### src/lbPkg.sv
package lbPkg;

    localparam int numPorts = 2;
    localparam int lbEntries = 8;
    localparam int lbIdxW = 3;
    localparam int sqNW = 7;

    // Load number bits above the ring index, stored per entry as its age
    localparam int tagW = sqNW - lbIdxW;

    typedef logic [sqNW-1:0] sqN_t;
    typedef logic [31:0] addr_t;
    typedef logic [1:0] size_t;
    typedef logic [lbIdxW-1:0] lbIdx_t;
    typedef logic [tagW-1:0] tag_t;

    // Sequence numbers wrap, so order is judged by the signed difference
    function automatic logic isOlderOrSame(sqN_t a, sqN_t b);
        sqN_t diff;
        diff = a - b;
        return $signed(diff) <= 0;
    endfunction

    // Both accesses are assumed to lie in the same 32-bit word
    function automatic logic bytesOverlap(addr_t aAddr, size_t aSize,
                                          addr_t bAddr, size_t bSize);
        logic overlap;
        case (aSize)
            2'd0: begin
                overlap = (bSize != 2'd0) || (aAddr[1:0] == bAddr[1:0]);
            end
            2'd1: begin
                overlap = (bSize >= 2'd2) || (aAddr[1] == bAddr[1]);
            end
            default: begin
                overlap = 1'b1;
            end
        endcase
        return overlap;
    endfunction

endpackage

### src/loadEntryArray.sv
`timescale 1ns/10ps

module loadEntryArray (
    input  logic                                     clk,
    input  logic                                     rst,
    input  logic [lbPkg::numPorts-1:0]               uopValid,
    input  logic [lbPkg::numPorts-1:0]               uopIsLoad,
    input  lbPkg::addr_t [lbPkg::numPorts-1:0]       uopAddr,
    input  lbPkg::size_t [lbPkg::numPorts-1:0]       uopSize,
    input  lbPkg::sqN_t [lbPkg::numPorts-1:0]        uopSqN,
    input  lbPkg::sqN_t [lbPkg::numPorts-1:0]        uopLoadSqN,
    input  lbPkg::sqN_t                              comLoadSqN,
    input  logic                                     brTaken,
    input  lbPkg::sqN_t                              brSqN,
    input  lbPkg::sqN_t                              brLoadSqN,
    output logic [lbPkg::lbEntries-1:0]              entValid,
    output lbPkg::addr_t [lbPkg::lbEntries-1:0]      entAddr,
    output lbPkg::size_t [lbPkg::lbEntries-1:0]      entSize,
    output lbPkg::sqN_t [lbPkg::lbEntries-1:0]       entLoadSqN,
    output lbPkg::sqN_t                              maxLoadSqN
);

    import lbPkg::*;

    logic [lbEntries-1:0] entryValid;
    addr_t                entryAddr [lbEntries];
    size_t                entrySize [lbEntries];
    tag_t                 entryTag [lbEntries];

    // Commit pointer of the previous cycle, start of the release range
    sqN_t lastComLoadSqN;

    logic [lbEntries-1:0] ringMask;
    logic [lbEntries-1:0] clearMask;
    logic [numPorts-1:0]  insert;
    sqN_t                 brDist;
    logic                 killInRange;

    // Ring range from the begin index up to, but not including, the commit index
    always_comb begin
        lbIdx_t rangeBegin;
        lbIdx_t rangeEnd;
        logic   active;
        rangeBegin = brTaken ? brLoadSqN[lbIdxW-1:0] : lastComLoadSqN[lbIdxW-1:0];
        rangeEnd = comLoadSqN[lbIdxW-1:0];
        // When both ends meet a kill covers the whole ring and a release covers nothing
        if (brTaken) begin
            active = rangeEnd <= rangeBegin;
        end else begin
            active = rangeEnd < rangeBegin;
        end
        for (int i = 0; i < lbEntries; i++) begin
            if (brTaken) begin
                if (lbIdx_t'(i) == rangeBegin) begin
                    active = 1'b1;
                end else if (lbIdx_t'(i) == rangeEnd) begin
                    active = 1'b0;
                end
            end else begin
                if (lbIdx_t'(i) == rangeEnd) begin
                    active = 1'b0;
                end else if (lbIdx_t'(i) == rangeBegin) begin
                    active = 1'b1;
                end
            end
            ringMask[i] = active;
        end
    end

    // A rollback to a load number beyond the ring leaves every entry alone
    assign brDist = brLoadSqN - comLoadSqN;
    assign killInRange = $signed(brDist) < lbEntries;

    always_comb begin
        if (brTaken && !killInRange) begin
            clearMask = '0;
        end else begin
            clearMask = ringMask;
        end
    end

    // Loads younger than a same-cycle rollback are dropped
    always_comb begin
        for (int p = 0; p < numPorts; p++) begin
            insert[p] = uopValid[p] && uopIsLoad[p] &&
                        (!brTaken || isOlderOrSame(uopSqN[p], brSqN));
        end
    end

    always_ff @(posedge clk) begin
        for (int p = 0; p < numPorts; p++) begin
            if (insert[p]) begin
                entryAddr[uopLoadSqN[p][lbIdxW-1:0]] <= uopAddr[p];
                entrySize[uopLoadSqN[p][lbIdxW-1:0]] <= uopSize[p];
                entryTag[uopLoadSqN[p][lbIdxW-1:0]] <= uopLoadSqN[p][sqNW-1:lbIdxW];
            end
        end
    end

    always_ff @(posedge clk) begin
        if (rst) begin
            entryValid <= '0;
            lastComLoadSqN <= '0;
            maxLoadSqN <= sqN_t'(lbEntries - 1);
        end else begin
            entryValid <= entryValid & ~clearMask;
            // Later assignments win, so an insertion overrides a same-cycle clear
            for (int p = 0; p < numPorts; p++) begin
                if (insert[p]) begin
                    entryValid[uopLoadSqN[p][lbIdxW-1:0]] <= 1'b1;
                end
            end
            lastComLoadSqN <= comLoadSqN;
            maxLoadSqN <= comLoadSqN + sqN_t'(lbEntries - 1);
        end
    end

    always_comb begin
        for (int i = 0; i < lbEntries; i++) begin
            entAddr[i] = entryAddr[i];
            entSize[i] = entrySize[i];
            entLoadSqN[i] = {entryTag[i], lbIdx_t'(i)};
        end
    end

    assign entValid = entryValid;

endmodule

### src/orderChecker.sv
`timescale 1ns/10ps

module orderChecker (
    input  logic                                  uopValid,
    input  logic                                  uopIsStore,
    input  lbPkg::addr_t                          uopAddr,
    input  lbPkg::size_t                          uopSize,
    input  lbPkg::sqN_t                           uopLoadSqN,
    input  logic [lbPkg::lbEntries-1:0]           entValid,
    input  lbPkg::addr_t [lbPkg::lbEntries-1:0]   entAddr,
    input  lbPkg::size_t [lbPkg::lbEntries-1:0]   entSize,
    input  lbPkg::sqN_t [lbPkg::lbEntries-1:0]    entLoadSqN,
    output logic                                  conflict
);

    import lbPkg::*;

    logic [lbEntries-1:0] sameWord;
    logic [lbEntries-1:0] overlap;
    logic [lbEntries-1:0] younger;
    logic [lbEntries-1:0] hit;

    // A load at or after the store's next load number executed too early
    always_comb begin
        for (int i = 0; i < lbEntries; i++) begin
            sameWord[i] = entAddr[i][31:2] == uopAddr[31:2];
            overlap[i] = bytesOverlap(uopAddr, uopSize, entAddr[i], entSize[i]);
            younger[i] = isOlderOrSame(uopLoadSqN, entLoadSqN[i]);
            hit[i] = entValid[i] && sameWord[i] && overlap[i] && younger[i];
        end
    end

    assign conflict = uopValid && uopIsStore && (|hit);

endmodule

### src/rollbackArbiter.sv
`timescale 1ns/10ps

module rollbackArbiter (
    input  logic                                 clk,
    input  logic                                 rst,
    input  logic [lbPkg::numPorts-1:0]           conflict,
    input  lbPkg::sqN_t [lbPkg::numPorts-1:0]    uopSqN,
    input  lbPkg::sqN_t [lbPkg::numPorts-1:0]    uopLoadSqN,
    input  lbPkg::addr_t [lbPkg::numPorts-1:0]   uopPc,
    input  logic [lbPkg::numPorts-1:0]           uopCompressed,
    input  logic                                 brTaken,
    input  lbPkg::sqN_t                          brSqN,
    output logic                                 rbValid,
    output lbPkg::addr_t                         rbPc,
    output lbPkg::sqN_t                          rbSqN,
    output lbPkg::sqN_t                          rbLoadSqN
);

    import lbPkg::*;

    logic  found;
    addr_t selPc;
    sqN_t  selSqN;
    sqN_t  selLoadSqN;

    // Restart after the oldest conflicting store, since its snapshot is the one available
    always_comb begin
        found = 1'b0;
        selPc = '0;
        selSqN = '0;
        selLoadSqN = '0;
        for (int p = 0; p < numPorts; p++) begin
            if (conflict[p] && (!brTaken || isOlderOrSame(uopSqN[p], brSqN))) begin
                if (!found || !isOlderOrSame(selSqN, uopSqN[p])) begin
                    found = 1'b1;
                    selPc = uopPc[p] + (uopCompressed[p] ? 32'd2 : 32'd4);
                    selSqN = uopSqN[p];
                    selLoadSqN = uopLoadSqN[p];
                end
            end
        end
    end

    always_ff @(posedge clk) begin
        if (found) begin
            rbPc <= selPc;
            rbSqN <= selSqN;
            rbLoadSqN <= selLoadSqN;
        end
    end

    always_ff @(posedge clk) begin
        if (rst) begin
            rbValid <= 1'b0;
        end else begin
            rbValid <= found;
        end
    end

endmodule

### src/loadBuffer.sv
`timescale 1ns/10ps

module loadBuffer (
    input  logic                                 clk,
    input  logic                                 rst,
    input  logic [lbPkg::numPorts-1:0]           uopValid,
    input  logic [lbPkg::numPorts-1:0]           uopIsLoad,
    input  logic [lbPkg::numPorts-1:0]           uopIsStore,
    input  lbPkg::addr_t [lbPkg::numPorts-1:0]   uopAddr,
    input  lbPkg::size_t [lbPkg::numPorts-1:0]   uopSize,
    input  lbPkg::sqN_t [lbPkg::numPorts-1:0]    uopSqN,
    input  lbPkg::sqN_t [lbPkg::numPorts-1:0]    uopLoadSqN,
    input  lbPkg::addr_t [lbPkg::numPorts-1:0]   uopPc,
    input  logic [lbPkg::numPorts-1:0]           uopCompressed,
    input  lbPkg::sqN_t                          comLoadSqN,
    input  logic                                 brTaken,
    input  lbPkg::sqN_t                          brSqN,
    input  lbPkg::sqN_t                          brLoadSqN,
    output logic                                 rbValid,
    output lbPkg::addr_t                         rbPc,
    output lbPkg::sqN_t                          rbSqN,
    output lbPkg::sqN_t                          rbLoadSqN,
    output lbPkg::sqN_t                          maxLoadSqN
);

    import lbPkg::*;

    logic [lbEntries-1:0]  entValid;
    addr_t [lbEntries-1:0] entAddr;
    size_t [lbEntries-1:0] entSize;
    sqN_t [lbEntries-1:0]  entLoadSqN;
    logic [numPorts-1:0]   conflict;

    loadEntryArray i_loadEntryArray (
        .clk        (clk),
        .rst        (rst),
        .uopValid   (uopValid),
        .uopIsLoad  (uopIsLoad),
        .uopAddr    (uopAddr),
        .uopSize    (uopSize),
        .uopSqN     (uopSqN),
        .uopLoadSqN (uopLoadSqN),
        .comLoadSqN (comLoadSqN),
        .brTaken    (brTaken),
        .brSqN      (brSqN),
        .brLoadSqN  (brLoadSqN),
        .entValid   (entValid),
        .entAddr    (entAddr),
        .entSize    (entSize),
        .entLoadSqN (entLoadSqN),
        .maxLoadSqN (maxLoadSqN)
    );

    // Each port's store sees only entries recorded before this cycle
    for (genvar p = 0; p < numPorts; p++) begin : gChecker
        orderChecker i_orderChecker (
            .uopValid   (uopValid[p]),
            .uopIsStore (uopIsStore[p]),
            .uopAddr    (uopAddr[p]),
            .uopSize    (uopSize[p]),
            .uopLoadSqN (uopLoadSqN[p]),
            .entValid   (entValid),
            .entAddr    (entAddr),
            .entSize    (entSize),
            .entLoadSqN (entLoadSqN),
            .conflict   (conflict[p])
        );
    end

    rollbackArbiter i_rollbackArbiter (
        .clk           (clk),
        .rst           (rst),
        .conflict      (conflict),
        .uopSqN        (uopSqN),
        .uopLoadSqN    (uopLoadSqN),
        .uopPc         (uopPc),
        .uopCompressed (uopCompressed),
        .brTaken       (brTaken),
        .brSqN         (brSqN),
        .rbValid       (rbValid),
        .rbPc          (rbPc),
        .rbSqN         (rbSqN),
        .rbLoadSqN     (rbLoadSqN)
    );

endmodule

### config.mk
export PLATFORM = sky130hd
export DESIGN_NAME = loadBuffer
export DESIGN_NICKNAME = d
export VERILOG_FILES = /design/src/lbPkg.sv /design/src/loadEntryArray.sv /design/src/orderChecker.sv /design/src/rollbackArbiter.sv /design/src/loadBuffer.sv
export SDC_FILE = /design/constraint.sdc
export NUM_CORES = 1
export LEC_CHECK = 0
export BUFFER_PORTS_ARGS = -buffer_cell sky130_fd_sc_hd__buf_2
export CORE_MARGIN = 10
export CORE_UTILIZATION = 50
export DETAILED_ROUTE_END_ITERATION = 12
export PLACE_DENSITY = 0.72
export SLEW_MARGIN = 20
export SYNTH_ARGS = -nofsm -noshare
export SYNTH_HDL_FRONTEND = slang
export SYNTH_SLANG_ARGS = --single-unit
### constraint.sdc
create_clock -name clk -period 4.65 [get_ports clk]
set_clock_uncertainty 0.1 [all_clocks]
set_input_delay 0.2325 -clock clk [delete_from_list [all_inputs] [get_ports clk]]
set_output_delay 0.2325 -clock clk [all_outputs]
set_load 0.01 [all_outputs]
# Word-level counts from Yosys, hierarchy flattened
# Memories as Yosys holds them, arrays and structs flattened.
# Index checks and enable logic that the tools add are counted.
# op_classes
eq_ne,64
n_lt_le_gt_ge,34
add_sub_neg,23
reduce_logical,114
muxes,84
n_bitwise,4
# ops
op,n
30-bit equality test,16
7-bit subtractor,20
"7-bit by 1-bit <= comparator with 1-bit output, second input constant",19
32-bit two-way mux,3
32-bit adder,2
1-bit logical AND,61
1-bit two-way mux,50
7-bit two-way mux,6
1-bit logical OR,35
2-bit equality test,16
8-bit two-way mux,4
1-bit one-hot mux with 2 select lines,16
"3-bit equality test, first input constant",8
1-bit equality test,16
"2-bit greater-or-equal comparator, second input constant",8
8-bit OR,2
2-bit nonzero test,8
8-bit OR reduction,2
"2-bit by 3-bit equality test with 1-bit output, first input constant",4
3-bit two-way mux,3
8-bit bitwise AND,1
"3-bit by 4-bit < comparator with 1-bit output, second input constant",2
8-bit inverter,1
"7-bit by 3-bit adder with 7-bit output, second input constant",1
10 further kinds,19
# totals
reg_bits,65
in_bits,192
ram_bits,304
word_cells,333
out_inout_bits,54
memories,3
# memory_table
name,words,width,rd,rd_clocked_by_memory_dff,write_ports,line,source
i_loadEntryArray.entryAddr,8,32,8,0,2,loadEntryArray.sv:26,addr_t entryAddr [lbEntries];
i_loadEntryArray.entryTag,8,4,8,0,2,loadEntryArray.sv:28,tag_t entryTag [lbEntries];
i_loadEntryArray.entrySize,8,2,8,0,2,loadEntryArray.sv:27,size_t entrySize [lbEntries];

# Depth between registers and ports, before layout
# Gate-level depths: netlist of the first run.
# depth
depth_word,35
depth_mapped,25
mapped_depth_nobuf,20

# Hierarchy
# From an unflattened synthesis of the first run, not the netlist that was laid out.
# hier_totals
hier_cells,2658
area_unflattened_um2,28954.0
# modules_own_cells
module,n_inst,area_per_inst_um2,seq_area_each_um2,cells_per_inst
loadEntryArray,1,14959.3,9489.1,936
orderChecker at gChecker[0].i_orderChecker,1,5128.7,0.0,671
orderChecker at gChecker[1].i_orderChecker,1,5112.4,0.0,669
rollbackArbiter,1,3753.6,1401.3,382

# Least setup slack after synthesis of the first run
# No wires, ideal clock.
# synth_path
path_type,input to register
start,in uopLoadSqN[3] in the netlist's numbering
end,reg i_rollbackArbiter.rbPc[26] (data pin)
arrival_time_ns,4.368
required_time_ns,4.293
cell_stages,24
setup_time_ns,0.257
path_buffers,4
slack_ns,-0.075
path_cell_list,clkinv_1 > ha_1 > fa_1 > xnor2_1 > nor3_1 > o211ai_1 > o22ai_1 > nor4b_1 > a311oi_1 > buf_2 > buf_2 > nand2_1 > ha_1 > inv_1 > a21o_1 > a21o_1 > a2111oi_0 > nor3_1 > xnor2_1 > a41oi_1 > o41a_1 > buf_6 > buf_12 > a32o_1
# synth_between
elab_chain_cells,13
elab_cells_between_ends,37
classes_between,9 x add/sub; 9 x order compare; 5 x mux; 14 x reduce/logical
# synth_lines
item,line,source
"start, declared",loadBuffer.sv:12,"input lbPkg::sqN_t [lbPkg::numPorts-1:0] uopLoadSqN,"
7-bit subtractor,lbPkg.sv:20,diff = a - b;
7-bit by 1-bit <= comparator with 1-bit output,lbPkg.sv:21,return $signed(diff) <= 0;
1-bit logical AND,orderChecker.sv:29,hit[i] = entValid[i] && sameWord[i] && overlap[i] && younger[i];
8-bit OR reduction *,orderChecker.sv:33,assign conflict = uopValid && uopIsStore && (|hit);
1-bit logical AND *,orderChecker.sv:33,
1-bit logical AND *,rollbackArbiter.sv:33,"if (conflict[p] && (!brTaken || isOlderOrSame(uopSqN[p], brSqN))) begin"
7-bit two-way mux,rollbackArbiter.sv:33,
7-bit subtractor,lbPkg.sv:20,
7-bit by 1-bit <= comparator with 1-bit output,lbPkg.sv:21,
1-bit logical NOT,rollbackArbiter.sv:34,"if (!found || !isOlderOrSame(selSqN, uopSqN[p])) begin"
1-bit logical OR,rollbackArbiter.sv:34,
32-bit two-way mux,rollbackArbiter.sv:34,
32-bit two-way mux *,rollbackArbiter.sv:33,
via i_rollbackArbiter.selPc[26],rollbackArbiter.sv:22,addr_t selPc;
"end signal, assigned",rollbackArbiter.sv:46,rbPc <= selPc;
"end, declared",rollbackArbiter.sv:14,"output lbPkg::addr_t rbPc,"
# The timed path passes the listed nets; every way through them passes the cells marked *.
# A chain may end at the register's enable or synchronous reset.

==> results of run 1 <==
==> registers in the layout, summed over array words and instances (netlist names) <==
register and count:
i_rollbackArbiter.rbLoadSqN 7, i_loadEntryArray.maxLoadSqN 7, i_rollbackArbiter.rbValid 1, i_loadEntryArray.entryTag 32
i_loadEntryArray.entrySize 16, i_rollbackArbiter.rbPc 32, i_loadEntryArray.entValid 8, i_rollbackArbiter.rbSqN 7
i_loadEntryArray.lastComLoadSqN 3, i_loadEntryArray.entryAddr 256
==> metal layers <==
layer / track usage [%] / wire (um)
met2: 55.8 / 51700
met4: 22.5 / 8460
met5: 0 / 10
met1: 41.3 / 42600
met3: 6.02 / 9380
==> cells by family (layout without fill, tap and decap cells) <==
group                    count (synthesis)  after routing  share of synthesized area (%)
buffers and inverters                  273           1071                           4.53
flip-flops                             369            369                           40.2
AO/OA/AOI/OAI                          211            211                           5.43
other                                    0              2                              0
multiplexers                           353            353                           14.5
AND/OR/NAND/NOR                        525            525                           10.2
adder cells (fa/ha/maj)                 97             97                           4.59
XOR/XNOR                               637            637                           20.6
==> placed cells by master, fill, tap and decap left out, drive strengths merged, types with 6 or more instances in the layout <==
cell / instances
nand2b: 12
mux2i: 57
clkinv: 22
and4: 6
xor2: 327
nor2b: 20
o21ai: 40
nor3: 41
nor2: 72
dlygate4sd3: 60
a31oi: 18
a21oi: 36
a211oi: 6
nand3: 49
clkbuf: 57
mux2: 296
o31ai: 7
and2: 8
nand2: 109
and3: 11
o21bai: 6
xnor2: 310
or3: 6
edfxtp: 350
a21o: 12
inv: 72
o21a: 8
dfxtp: 19
o211ai: 13
a2111oi: 17
nand4: 98
nor4: 79
ha: 93
buf: 853
==> power by group through the flow <==
| stage | Clock [mW] | Combinational (mW) | Sequential (mW) |
|---|---|---|---|
| 2_1_floorplan | 0 | 1.02 | 3.91 |
| 6_report | 3.52 | 2.06 | 3.85 |
| 5_1_grt | 3.67 | 2.17 | 3.86 |
| 3_3_place_gp | 0 | 1.92 | 3.91 |
| 4_1_cts | 3.53 | 2.02 | 3.85 |
| 3_5_place_dp | 0 | 1.94 | 3.92 |
==> metrics by stage <==
stage,worst slack [ps],util (%),power [mW],instances
2_1_floorplan,45.4,-,4.93,2465
3_3_place_gp,-1780,61.6,5.83,3808
3_5_place_dp,-1670,61.6,5.86,3808
4_1_cts,-792,65.9,9.40,3959
5_1_grt,-900,66.1,9.70,3959
6_report,-823,66.1,9.44,3961
==> cell type report <==
| cell class | instances | area [um2] |
|---|---|---|
| Tap cell | 696 | 871 |
| Antenna cell | 2 | 5.00 |
| Timing Repair Buffer | 913 | 6680 |
| Sequential cell | 369 | 10900 |
| Inverter | 75 | 283 |
| Clock inverter | 26 | 233 |
| Fill cell | 4236 | 18200 |
| Clock buffer | 57 | 1190 |
| Multi-Input combinational cell | 1823 | 15400 |
==> repair_timing <==
action,4_1_cts,5_1_grt
setup buffers,7,1
hold buffers,60,0
resized for setup,35,20
pin swaps,15,18
gates cloned,2,0
endpoints found under the setup margin,91,46
hold endpoints to repair,54,0
==> path summary, 6_finish.rpt <==
kind                                      from                                 to  slack [ps]
max          i_loadEntryArray.entryAddr[6][19]         i_rollbackArbiter.rbSqN[5]        -820
min                                uopAddr[17]  i_loadEntryArray.entryAddr[7][17]           8
max reg2reg  i_loadEntryArray.entryAddr[6][19]         i_rollbackArbiter.rbSqN[5]        -820
min reg2reg       i_loadEntryArray.entValid[7]       i_loadEntryArray.entValid[7]         490
==> worst max-delay path, delay by kind of cell (launching register included) <==
kind	cells	cell delay (ps)
compound gates	7	1650
simple gates	6	1400
buf+inv	3	570
xor+xnor	2	510
flops	1	490
mux	1	300
fa+ha+maj	1	190
==> impl_metrics.yaml, run 1 <==
power:
  leakage_nw: 14.3
  pwr-share-seq_pct: 40.8
  switching_share_pct: 29.3
  intPower_mw: 6.67
  p_per_area_nw_per_um2: 266
  power_frac_comb_pct: 21.9
  ir_drop_uv: 272
  p_sw_mw: 2.77
  p_clk_share_pct: 37.3
yosys:
  synth-edff-count: 350
  yosys-top-cells-count: "edfxtp_1 (350), xor2_1 (327), xnor2_1 (310)"
  synthDistinctLibCells: 74
  avgSynthCellArea_um2: 11.0
  netlist_instances: 2465
  synthFlopType: "edfxtp_1"
  yosysMostFrequentCell: "edfxtp_1"
  ys_ff_latch: 369
  synth_top_cell_by_area: "edfxtp_1"
  synth_warnings: 0
  synthArstFlopShare_pct: 0
  yosys-top-cells-area: "edfxtp_1 (39%), mux2_2 (12%), xor2_1 (11%)"
  seq_area_frac_synth_pct: 40.2
  synth_nets: 2754
  syn-cell-area_um2: 27100
  synth_top_area_share_pct: 38.8
worst_setup_path:
  worst-path-max-fanout: 8
  crit_slowest_cell: "edfxtp_1"
  reg2reg_depth: 20
  cpMostUsedCell: "a21o_1"
  critical_path.cell_chain: "xnor2_4, nand4_1, nor4_1, buf_4, o311ai_4, nor3_4, nor4b_4, a311oi_4, buf_6, and2_4, ha_4, a21o_1, a21o_1, a2111oi_4, nor3_2, xnor2_1, a41oi_2, o41a_4, buf_12, mux2_4"
  critPathCaptureType: "flip-flop"
  crit_path_start_kind: "flip-flop"
  crit_arrival_ps: 5710
  critPathKind: "flip-flop to flip-flop"
  cpPeakStageDelay_ps: 490
  crit_required_ps: 4890
finish:
  final_layout_size_suffix_gt1_share_pct: 38.9
  fin_nets: 3516
  syn2layout_area_growth_pct: 31.0
  post-route-cell-area_um2: 35500
routing:
  avgRoutedWirePerCell_um: 28.3
  vias: 23500
  ant_nets: 0
  drt_wl_total_um: 112000
  viasPerCell: 5.93
  drtIter0Drc: 2192
  drc: 0
  first_pass_iters: 6
clocking:
  clockBufferDepth: 3
  cts_root_buf: "clkbuf_16"
  clk_latency_ps: 610
  cts_buffers: 45
  cts_tree: "done"
  clk_pin_slew_worst_paths_ps: 60
  htreeDepth: 2
  cts_sinks: 369
sta:
  finalSetupTns_ps: -35900
  fin_ws_ps: -823
  rsz0062_at_grt: "true"
  whs_ps: 8.35
  finalHoldViolations: 0
  max-slew-margin-rel_pct: 23.4
  maxSlewViolCount: 0
  setup_viol: 46
  fmaxAchievable_ghz: 0.183
  finalCritPeriodShare_pct: 118
  min_period_ps: 5470
  tightest_slew_ps: 1140
floorplan:
  die-area_um2: 63900
  fp-row-count: 85
  io_pins: 246
  dieHeight_um: 253
  core_um2: 53700
  die-width_um: 253
  start_util_pct: 50.5
grt:
  grt_usage_pct: 34.3
  grt_pass1_vias: 23800
  grt_max_degree: 40
  antenna_found_initial: 3
  grt_pass1_wl_um: 161000
  overflow: 0
outcome:
  outcome: "complete, but fails checks"
  violations: "setup timing"
hold_path:
  hp-class: "primary input to flip-flop"
  worstHoldPathCells: 3
job:
  drv_cap: 0
placed_design:
  dp_hpwl_um: 85400
  place_area_um2: 33100
  io_buffer_count: 245
  gp_congestion: 1.04
Note: power is estimated with default switching activity, not from simulation.
==> run 2, diff against run 1 <==
CTS_BUF_LIST = sky130_fd_sc_hd__clkbuf_8   (was default)
==> impl_metrics.yaml, run 2 (synthesis gave the netlist of run 1 again) <==
outcome:
  outcome: "complete, but fails checks"
  violations: "setup timing"
worst_setup_path:
  crit_arrival_ps: 5590
  critPathCaptureType: "flip-flop"
  cpPeakStageDelay_ps: 500
  critPathKind: "flip-flop to flip-flop"
  critical_path.cell_chain: "xnor2_4, nand4_1, nor4_1, buf_4, o311ai_4, nor3_4, nor4b_4, a311oi_4, buf_6, and2_4, ha_4, a21o_1, a21o_1, a2111oi_4, nor3_2, xnor2_1, a41oi_2, o41a_4, buf_12, mux2_4"
  worst-path-max-fanout: 7
  crit_slowest_cell: "edfxtp_1"
  crit_start: "i_loadEntryArray.entryAddr[6][19]"
  crit_path_start_kind: "flip-flop"
  critPathTopFamily: "compound AO/OA/AOI/OAI gates"
  crit_required_ps: 4940
  path_buf_inv: 3
  cpMostUsedCell: "a21o_1"
  worst_r2r_startpoint: "i_loadEntryArray.entryAddr[6][19]"
routing:
  vias: 23900
  drtIter0Drc: 2303
  drc: 0
  viasPerCell: 5.87
  drt_wl_total_um: 114000
  avgRoutedWirePerCell_um: 28.0
  first_pass_iters: 7
  ant_nets: 0
placed_design:
  dp_hpwl_um: 85400
  gp_congestion: 1.04
  dp_cells: 3808
  io_buffer_count: 245
finish:
  syn2layout_area_growth_pct: 32.4
  final_cell_mix: "buf_4 (583), edfxtp_1 (350), xor2_1 (327)"
  largest_reg_flops: 256
  fin_nets: 3599
  final_common_cell: "buf_4"
  finalNonFillerCells: 4062
  final_layout_size_suffix_gt1_share_pct: 38.4
sta:
  finalCritPeriodShare_pct: 114
  whs_ps: 24.8
  fmaxAchievable_ghz: 0.189
  tightest_slew_ps: 1090
  maxSlewViolCount: 0
  rsz0062_at_grt: "true"
  max-slew-margin-rel_pct: 26.6
  min_period_ps: 5300
  fin_ws_ps: -649
  finalHoldViolations: 0
  setup_viol: 46
power:
  intPower_mw: 6.13
  p_per_area_nw_per_um2: 248
  pwr-share-seq_pct: 43.4
  power_frac_comb_pct: 23.8
  p_sw_mw: 2.75
  ir_drop_uv: 273
  power_mw: 8.88
  leakage_nw: 14.6
  switching_share_pct: 31.0
  p_clk_share_pct: 32.8
floorplan:
  dieHeight_um: 253
  start_util_pct: 50.5
  io_pins: 246
  fp-row-count: 85
  die-area_um2: 63900
  die-width_um: 253
  core_um2: 53700
clocking:
  cts_sinks: 369
  cts_tree: "done"
  htreeDepth: 3
  clk_pin_slew_worst_paths_ps: 60
  clockBufferDepth: 3
  cts_root_buf: "clkbuf_8"
  cts_buffers: 68
  clk_latency_ps: 680
grt:
  overflow: 0
  grt_max_degree: 40
  antenna_found_initial: 2
  grt_pass1_vias: 24300
  grt_pass1_wl_um: 164000
  grt_usage_pct: 35.0
hold_path:
  hp-start: "uopPc[26]"
  hp-class: "primary input to flip-flop"
job:
  drv_cap: 0
[run 2: changes by cell type in the layout (fill, tap and decap cells not counted), moves of 3 or more]
cell / previous run / this run
bufinv_16: 3 / 0
inv_1: 71 / 96
clkinv_1: 10 / 16
clkbuf_8: 2 / 70
clkbuf_1: 10 / 0
clkbuf_16: 45 / 0
clkinvlp_4: 4 / 1
dlygate4sd3_1: 60 / 121
[run 2: through the flow]
step / area (um2) / util [%] / TNS, ps / setup slack, ps
6_report: 35900 / 66.8 / -28220 / -649
5_1_grt: 35900 / 66.8 / -32450 / -735
4_1_cts: 35800 / 66.6 / -33730 / -768
3_5_place_dp: 33100 / 61.6 / -76350 / -1670
3_3_place_gp: 33100 / 61.6 / -88140 / -1780
2_1_floorplan: 27100 / - / 0 / 45.4
[run 2: layer usage]
metal  GRT usage (%)  part of all wire, %  vias up  routed length, um
li1                -                    -    10600                  -
met1            42.4                   38    11800              43400
met2            57.5                   46     1210              52900
met3            5.77                  8.2      296               9300
met4            22.1                  7.2        2               8240
met5               0                0.011        -                 13
[run 2: worst min-delay path, delay by kind of cell]
family          cells  cell delay (ps)
compound gates      1              170
xor+xnor            1              160
buf+inv             1              100
[run 2: power by group through the flow]
stage	Sequential [mW]	Combinational, mW	Clock, mW
floorplan	3.91	1.02	0
global placement	3.91	1.92	0
detailed placement	3.92	1.94	0
CTS	3.85	2.06	2.95
global route	3.86	2.22	3.09
finish	3.85	2.12	2.91
[run 2: final cells by class]
class,instances,area (um2)
Antenna cell,3,7.51
Clock buffer,70,963
Clock inverter,53,231
Fill cell,4179,17800
Inverter,75,283
Multi-Input combinational cell,1823,15400
Sequential cell,369,10900
Tap cell,696,871
Timing Repair Buffer,973,7260
[run 2: final timing paths]
kind | endpoint | slack, ps | cells past startpoint
worst max-delay path | i_rollbackArbiter.rbSqN[5] | -650 | 20
worst max register to register | i_rollbackArbiter.rbSqN[5] | -650 | 20
worst min-delay path | i_rollbackArbiter.rbPc[26] | 20 | 3
worst min register to register | i_loadEntryArray.entValid[7] | 490 | 2
[run 2: repair_timing]
action | CTS | global route
setup endpoints to repair | 92 | 46
hold endpoints to repair | 121 | 0
gates resized for setup | 38 | 19
hold buffers | 121 | 0
pin swaps | 14 | 8
setup buffers | 6 | 1
cloned | 1 | 0
